===== config.mk =====
export PLATFORM = sky130hd
export DESIGN_NAME = uart_top
export DESIGN_NICKNAME = d
export VERILOG_FILES = /design/src/rtl/uart_pkg.sv /design/src/rtl/char_if.sv /design/src/rtl/uart_top.sv /design/src/rtl/serial_tx.sv /design/src/rtl/uart_regs.sv /design/src/rtl/rx_fifo.sv /design/src/rtl/serial_rx.sv
export SDC_FILE = /design/constraint.sdc
export NUM_CORES = 1
export LEC_CHECK = 0
export BUFFER_PORTS_ARGS = -buffer_cell sky130_fd_sc_hd__buf_2
export CORE_ASPECT_RATIO = 0.8
export CORE_UTILIZATION = 30
export CTS_BUF_LIST = sky130_fd_sc_hd__clkbuf_4 sky130_fd_sc_hd__clkbuf_8
export DETAILED_ROUTE_END_ITERATION = 10
export PLACE_DENSITY = 0.57
export SYNTH_ARGS = -nofsm -noshare
export SYNTH_HDL_FRONTEND = slang
export SYNTH_SLANG_ARGS = --single-unit

===== constraint.sdc =====
create_clock -name clk100 -period 6.3 [get_ports clk100]
set_input_delay 0.945 -clock clk100 [delete_from_list [all_inputs] [get_ports clk100]]
set_output_delay 0.945 -clock clk100 [all_outputs]
set_load 0.01 [all_outputs]

===== src/rtl/uart_pkg.sv =====
`default_nettype none

package uart_pkg;

  // receiver FSM
  typedef enum logic [2:0] {
    rx_idle         = 3'd0,
    rx_verify_start = 3'd1,
    rx_mid_start    = 3'd2,
    rx_data_bits    = 3'd3,
    rx_stop_bit     = 3'd4,
    rx_done         = 3'd5
  } rx_state_t;

  // transmitter FSM
  typedef enum logic [1:0] {
    tx_idle  = 2'd0,
    tx_start = 2'd1,
    tx_data  = 2'd2,
    tx_stop  = 2'd3
  } tx_state_t;

  // wishbone register map, one address bit
  typedef enum logic {
    reg_data   = 1'b0,
    reg_status = 1'b1
  } reg_addr_t;

  // one received character plus its flags
  typedef struct packed {
    logic       start_err; // start bit high at midpoint
    logic       frame_err; // stop bit sampled low
    logic [7:0] data;
  } rx_word_t;

endpackage

`default_nettype wire

===== src/rtl/char_if.sv =====
`timescale 1ns/1ps
`default_nettype none

interface char_if;
  import uart_pkg::*;

  logic     valid;
  logic     ready;
  rx_word_t word;

  // producer side
  modport source (
    output valid,
    output word,
    input  ready
  );

  // consumer side
  modport sink (
    input  valid,
    input  word,
    output ready
  );

endinterface

`default_nettype wire


===== src/rtl/uart_top.sv =====
`timescale 1ns/1ps
`default_nettype none

module uart_top #(
  parameter int clks_per_bit = 868, // 115200 baud at 100 MHz
  parameter int fifo_depth   = 4
) (
  input  wire logic       clk100,
  input  wire logic       reset,
  input  wire logic       cyc,
  input  wire logic       stb,
  input  wire logic       we,
  input  wire logic       adr,
  input  wire logic [9:0] dat_w,
  output logic      [9:0] dat_r,
  output logic            ack,
  input  wire logic       rx,
  output logic            tx
);

  logic overflow;
  logic clear_overflow;
  logic tx_busy;

  char_if rx_stream ();  // receiver to fifo
  char_if fifo_out ();   // fifo to registers
  char_if tx_stream ();  // registers to transmitter

  serial_rx #(
    .clks_per_bit(clks_per_bit)
  ) u_rx (
    .clk100 (clk100),
    .reset  (reset),
    .rx     (rx),
    .out    (rx_stream.source)
  );

  rx_fifo #(
    .fifo_depth(fifo_depth)
  ) u_fifo (
    .clk100         (clk100),
    .reset          (reset),
    .in             (rx_stream.sink),
    .out            (fifo_out.source),
    .overflow       (overflow),
    .clear_overflow (clear_overflow)
  );

  uart_regs u_regs (
    .clk100         (clk100),
    .reset          (reset),
    .cyc            (cyc),
    .stb            (stb),
    .we             (we),
    .adr            (adr),
    .dat_w          (dat_w),
    .dat_r          (dat_r),
    .ack            (ack),
    .rx_in          (fifo_out.sink),
    .overflow       (overflow),
    .clear_overflow (clear_overflow),
    .tx_out         (tx_stream.source),
    .tx_busy        (tx_busy)
  );

  serial_tx #(
    .clks_per_bit(clks_per_bit)
  ) u_tx (
    .clk100 (clk100),
    .reset  (reset),
    .in     (tx_stream.sink),
    .tx     (tx),
    .busy   (tx_busy)
  );

endmodule

`default_nettype wire


===== src/rtl/serial_tx.sv =====
`timescale 1ns/1ps
`default_nettype none

module serial_tx #(
  parameter int clks_per_bit = 868
) (
  input  wire logic clk100,
  input  wire logic reset,
  char_if.sink      in,
  output logic      tx,
  output logic      busy
);
  import uart_pkg::*;

  localparam int tw = $clog2(clks_per_bit);

  tx_state_t     state;
  logic [tw-1:0] timer;
  logic [2:0]    bit_cnt;
  logic [7:0]    shift;

  assign in.ready = (state == tx_idle);
  assign busy     = (state != tx_idle);

  always_ff @(posedge clk100) begin
    if (reset) begin
      state   <= tx_idle;
      timer   <= '0;
      bit_cnt <= '0;
      tx      <= 1'b1;  // line idles high
    end else begin
      case (state)
        tx_idle: begin
          if (in.valid) begin
            tx    <= 1'b0; // start bit from next cycle
            timer <= tw'(clks_per_bit - 1);
            state <= tx_start;
          end
        end
        tx_start: begin
          if (timer == '0) begin
            tx      <= shift[0];
            timer   <= tw'(clks_per_bit - 1);
            bit_cnt <= '0;
            state   <= tx_data;
          end else begin
            timer <= timer - 1'b1;
          end
        end
        tx_data: begin
          if (timer == '0) begin
            timer <= tw'(clks_per_bit - 1);
            if (bit_cnt == 3'd7) begin
              tx    <= 1'b1;   // stop bit
              state <= tx_stop;
            end else begin
              tx      <= shift[1];
              bit_cnt <= bit_cnt + 1'b1;
            end
          end else begin
            timer <= timer - 1'b1;
          end
        end
        tx_stop: begin
          if (timer == '0) state <= tx_idle;
          else timer <= timer - 1'b1;
        end
        default: state <= tx_idle;
      endcase
    end
  end

  // shifter keeps the current bit at position 0
  always_ff @(posedge clk100) begin
    if (state == tx_idle && in.valid) begin
      shift <= in.word.data;
    end else if (state == tx_data && timer == '0) begin
      shift <= {1'b0, shift[7:1]};
    end
  end

endmodule

`default_nettype wire


===== src/rtl/uart_regs.sv =====
`timescale 1ns/1ps
`default_nettype none

module uart_regs (
  input  wire logic       clk100,
  input  wire logic       reset,
  input  wire logic       cyc,
  input  wire logic       stb,
  input  wire logic       we,
  input  wire logic       adr,
  input  wire logic [9:0] dat_w,
  output logic      [9:0] dat_r,
  output logic            ack,
  char_if.sink            rx_in,
  input  wire logic       overflow,
  output logic            clear_overflow,
  char_if.source          tx_out,
  input  wire logic       tx_busy
);
  import uart_pkg::*;

  reg_addr_t addr;
  logic      req;
  logic      rd_data;
  logic      wr_data;
  logic      rd_status;
  logic      wr_status;
  logic      ack_next;

  assign addr = reg_addr_t'(adr);
  assign req  = cyc && stb && !ack;   // open request, not yet acked

  always_comb begin
    rd_data   = 1'b0;
    wr_data   = 1'b0;
    rd_status = 1'b0;
    wr_status = 1'b0;
    case (addr)
      reg_data: begin
        rd_data = req && !we;
        wr_data = req && we;
      end
      reg_status: begin
        rd_status = req && !we;
        wr_status = req && we;
      end
      default: ;
    endcase
  end

  // data read pops the fifo head
  assign rx_in.ready    = rd_data;
  assign clear_overflow = wr_status; // any value clears

  // held until serial_tx takes it
  assign tx_out.valid          = wr_data;
  assign tx_out.word.start_err = 1'b0;
  assign tx_out.word.frame_err = 1'b0;
  assign tx_out.word.data      = dat_w[7:0];

  // data writes wait for the transmitter, everything else acks next cycle
  assign ack_next = rd_data || rd_status || wr_status || (tx_out.valid && tx_out.ready);

  always_ff @(posedge clk100) begin
    if (reset) ack <= 1'b0;
    else ack <= ack_next;
  end

  always_ff @(posedge clk100) begin
    if (rd_data) begin
      dat_r <= rx_in.valid ? rx_in.word : '0; // empty reads as zero
    end else if (rd_status) begin
      dat_r <= {7'd0, tx_busy, overflow, rx_in.valid};
    end
  end

endmodule

`default_nettype wire


===== src/rtl/rx_fifo.sv =====
`timescale 1ns/1ps
`default_nettype none

module rx_fifo #(
  parameter int fifo_depth = 4
) (
  input  wire logic clk100,
  input  wire logic reset,
  char_if.sink      in,
  char_if.source    out,
  output logic      overflow,
  input  wire logic clear_overflow
);
  import uart_pkg::*;

  localparam int aw = $clog2(fifo_depth);

  rx_word_t      mem [fifo_depth];
  logic [aw-1:0] wr_ptr;
  logic [aw-1:0] rd_ptr;
  logic [aw:0]   count;
  logic          full;
  logic          push;
  logic          pop;

  assign full = (count == (aw + 1)'(fifo_depth));
  assign push = in.valid && !full;
  assign pop  = out.valid && out.ready;

  assign in.ready  = 1'b1;            // never stalls the receiver
  assign out.valid = (count != '0);
  assign out.word  = mem[rd_ptr];

  always_ff @(posedge clk100) begin
    if (push) mem[wr_ptr] <= in.word;
  end

  always_ff @(posedge clk100) begin
    if (reset) begin
      wr_ptr   <= '0;
      rd_ptr   <= '0;
      count    <= '0;
      overflow <= 1'b0;
    end else begin
      if (push) wr_ptr <= wr_ptr + 1'b1; // wraps, depth is a power of two
      if (pop) rd_ptr <= rd_ptr + 1'b1;
      if (push && !pop) count <= count + 1'b1;
      else if (pop && !push) count <= count - 1'b1;
      if (in.valid && full) overflow <= 1'b1; // word dropped
      else if (clear_overflow) overflow <= 1'b0;
    end
  end

endmodule

`default_nettype wire


===== src/rtl/serial_rx.sv =====
`timescale 1ns/1ps
`default_nettype none

module serial_rx #(
  parameter int clks_per_bit = 868
) (
  input  wire logic clk100,
  input  wire logic reset,
  input  wire logic rx,
  char_if.source    out
);
  import uart_pkg::*;

  localparam int tw      = $clog2(clks_per_bit);
  localparam int quarter = clks_per_bit / 4;
  localparam int to_mid  = clks_per_bit / 2 - quarter - 1; // rest of the way to mid start

  rx_state_t     state;
  logic [tw-1:0] timer;
  logic [2:0]    bit_cnt;
  logic          rx_meta;
  logic          rx_sync;
  logic          rx_prev;   // for falling edge detect
  logic [7:0]    shift;
  rx_word_t      word_q;

  // two flops ahead of any use, third one for the edge
  always_ff @(posedge clk100) begin
    if (reset) begin
      rx_meta <= 1'b1;
      rx_sync <= 1'b1;
      rx_prev <= 1'b1;
    end else begin
      rx_meta <= rx;
      rx_sync <= rx_meta;
      rx_prev <= rx_sync;
    end
  end

  always_ff @(posedge clk100) begin
    if (reset) begin
      state   <= rx_idle;
      timer   <= '0;
      bit_cnt <= '0;
    end else begin
      case (state)
        rx_idle: begin
          if (rx_prev && !rx_sync) begin // falling edge
            timer <= tw'(quarter - 1);
            state <= rx_verify_start;
          end
        end
        rx_verify_start: begin
          if (rx_sync) begin
            state <= rx_idle;        // glitch, no output
          end else if (timer == '0) begin
            timer <= tw'(to_mid);
            state <= rx_mid_start;
          end else begin
            timer <= timer - 1'b1;
          end
        end
        rx_mid_start: begin
          if (timer == '0) begin
            timer   <= tw'(clks_per_bit - 1);
            bit_cnt <= '0;
            state   <= rx_sync ? rx_done : rx_data_bits; // lost start still reported
          end else begin
            timer <= timer - 1'b1;
          end
        end
        rx_data_bits: begin
          if (timer == '0) begin
            timer   <= tw'(clks_per_bit - 1);
            bit_cnt <= bit_cnt + 1'b1;
            if (bit_cnt == 3'd7) state <= rx_stop_bit;
          end else begin
            timer <= timer - 1'b1;
          end
        end
        rx_stop_bit: begin
          if (timer == '0) state <= rx_done;
          else timer <= timer - 1'b1;
        end
        rx_done: state <= rx_idle;
        default: state <= rx_idle;
      endcase
    end
  end

  // payload path
  always_ff @(posedge clk100) begin
    if (state == rx_mid_start && timer == '0) begin
      word_q.start_err <= rx_sync;
      word_q.frame_err <= 1'b0;
      word_q.data      <= '0;
    end
    if (state == rx_data_bits && timer == '0) begin
      shift <= {rx_sync, shift[7:1]}; // lsb arrives first
    end
    if (state == rx_stop_bit && timer == '0) begin
      word_q.data      <= shift;
      word_q.frame_err <= !rx_sync;
    end
  end

  assign out.valid = (state == rx_done); // one cycle per frame
  assign out.word  = word_q;

endmodule

`default_nettype wire


==> reports/results.ini <==
[floorplanning]
die_y_um = 122
row_count = 43
die-width_um = 152
core_mm2 = 0.0175
io_pins = 29
start_util_pct = 31.0
die_area_mm2 = 0.0187

[clock_network]
cts-root-buf = clkbuf_8
cts_tree = built
clk_pin_slew_ns = 0.07
h-tree-depth = 4
post_cts_buffers = 0
cts-buffers-inserted = 17
hold_buffers = 0
cts_sinks = 122
clk_latency_ns = 0.43
cts_resized = 0
clk_path_buf_depth = 2

[drt]
drt_wl_total_um = 10200
drtIter0Drc = 243
postRouteAntennaNets = 0
vias = 3495
firstDrtPassIters = 6
drc = 0
avgViaCountPerCell = 4.93
wire_per_inst_um = 14.4

[place]
place.detailed.hpwl_um = 6810
place_congestion = 0.822
io_buffers = 26
dp.cells = 677
dpl_cell_area_mm2 = 0.00575
dp_slack_ns = 2.97

[power_and_ir_drop]
power_mw = 2.05
ir_drop_uv = 155
p_leak_nw = 2.14
power_density_mw_per_mm2 = 330

[sta]
max_freq_mhz = 342
finalSetupViolCount = 0
hold_viol_final = 0
timing.slew.headroom_pct = 24.7
fin_ws_ns = 3.38
period_needed_ns = 2.92
clock-skew-final_ns = 0.00671
rsz0062_at_grt = false
tightest_slew_ns = 1.12
fin_setup_tns_ns = 0
slew_violations = 0
post-route-period-util_pct = 46.3

[yosys]
synthCells = 444
yosysWarningCount = 0
seq_area_frac_synth_pct = 58.9
synth.ff_latch_count = 122
async_reset_ff_share_pct = 0
syn_area_per_cell_um2 = 12.2
synth_area_leaders = edfxtp_1 (42%), dfxtp_1 (17%), mux4_2 (4.1%)
syn-cell-area_mm2 = 0.00543
synth_top_area_share_pct = 42.0
ys_types = 67
synth_edf_count = 76
syn-num-nets = 477
yosysTopAreaCell = edfxtp_1
ys.flop_type = edfxtp_1

[critical_path]
crit_type = reg -> reg
crit_buf_inv = 1
r2r-start = u_rx.timer[0]$_SDFFE_PP0P_
r2r_setup_slack_ns = 3.38
crit_family = simple AND/OR/NAND/NOR gates
cp.required_ns = 6.36
crit_chain = inv_1 -> ha_1 -> or4b_4 -> nor3_2 -> nand3_1 -> o22ai_1
start_kind = flop
endpoint_kind = flop
startpoint = u_rx.timer[0]$_SDFFE_PP0P_
path_max_fanout = 9
slowest_delay_ns = 0.74
crit_slowest_cell = o22ai_1
crit_arrival_ns = 2.98

[hold_path]
hold_path.startpoint = u_rx.rx_meta$_SDFF_PP1_
hp-class = reg -> reg

[global_routing]
grt_pass1_wl_um = 16900
antenna_found_initial = 0
grt_max_degree = 44
grt_pass1_vias = 3363
grt-ovfl-total = 0
grt.total_usage_pct = 11.6

[final_layout]
stdcell_count = 709
final_cell_mix = edfxtp_1 (76), dfxtp_1 (46), nor2_1 (45)
final_area_mm2 = 0.00620
diodes = 0
final_common_cell = edfxtp_1
layout-drive-gt1-share_pct = 19.4
nets = 504
syn_to_final_growth_pct = 14.0

[flow_run]
maxCapViolCount = 0

[run_status]
status = completed

==> worst register-to-register path, cell delays in order (launching register included) <==
cell and delay (ns):
dfxtp_1 0.33, inv_1 0.11, ha_1 0.25, or4b_4 0.54
nor3_2 0.30, nand3_1 0.28, o22ai_1 0.74
==> synth_stat cells, types with 5 or more instances <==
cell type   n
edfxtp_1   76
dfxtp_1    46
nor2_1     45
a21oi_1    26
o21ai_0    19
inv_1      18
nand2_1    17
and2_1     15
ha_1       15
nor3_1     15
mux4_2     10
clkbuf_1    9
mux2_2      8
or3_1       8
mux2i_1     7
nor2b_1     7
or2_2       7
a31oi_1     5
nand3b_1    5
==> path summary, 6_finish.rpt <==
kind | to | cells past startpoint
max | u_rx.out.word[0]$_SDFFCE_PN0P_ | 6
min | u_rx.rx_sync$_SDFF_PP1_ | 1
max reg2reg | u_rx.out.word[0]$_SDFFCE_PN0P_ | 6
min reg2reg | u_rx.rx_sync$_SDFF_PP1_ | 1
==> final cells by class <==
| cell class | count | area [um^2] |
|---|---|---|
| clock buffer | 21 | 283 |
| fill | 1707 | 11300 |
| tap | 225 | 282 |
| inverter | 18 | 67.6 |
| multi-input combinational | 286 | 2060 |
| timing repair buffer | 26 | 130 |
| clock inverter | 11 | 168 |
| sequential | 122 | 3200 |
==> layer usage <==
metal	share of wire, %	global-route usage, %	wire (um)
met1	48	14.5	4880
met2	48	19.2	4880
met3	3.6	3.39	365
met4	0.87	4.36	89
met5	0	0	0
==> per-stage QoR <==
stage	util (%)	hold slack (ns)
global placement	32.8	0.430
global route	35.3	0.456
CTS	35.3	0.446
finish	35.3	0.437
detailed placement	32.8	0.430
floorplan	-	0.389
==> registers in the layout (all words and copies together), names as in the netlist, 2 cells and up, named ones only <==
signal         count
u_fifo.count       3
u_fifo.mem        40
u_fifo.rd_ptr      2
u_fifo.wr_ptr      2
u_regs.dat_r      10
u_rx.bit_cnt       3
u_rx.out.word     10
u_rx.shift         8
u_rx.state         3
u_rx.timer        10
u_tx.bit_cnt       3
u_tx.shift         8
u_tx.state         2
u_tx.timer        10
==> where the power goes <==
part           leakage [nW]  switching, mW  internal (mW)
clock                 0.217          0.306          0.466
sequential             1.06         0.0340          0.880
combinational         0.872          0.224          0.135
total                  2.14          0.564           1.48
==> cells by family after synthesis <==
| logic type | share of synthesized area, % |
|---|---|
| simple gates | 15.4 |
| fa+ha+maj | 3.82 |
| buf+inv | 3.06 |
| mux | 7.09 |
| xor+xnor | 1.13 |
| flops | 58.9 |
| compound gates | 10.5 |
No activity file was read; power rests on OpenSTA's default activity.
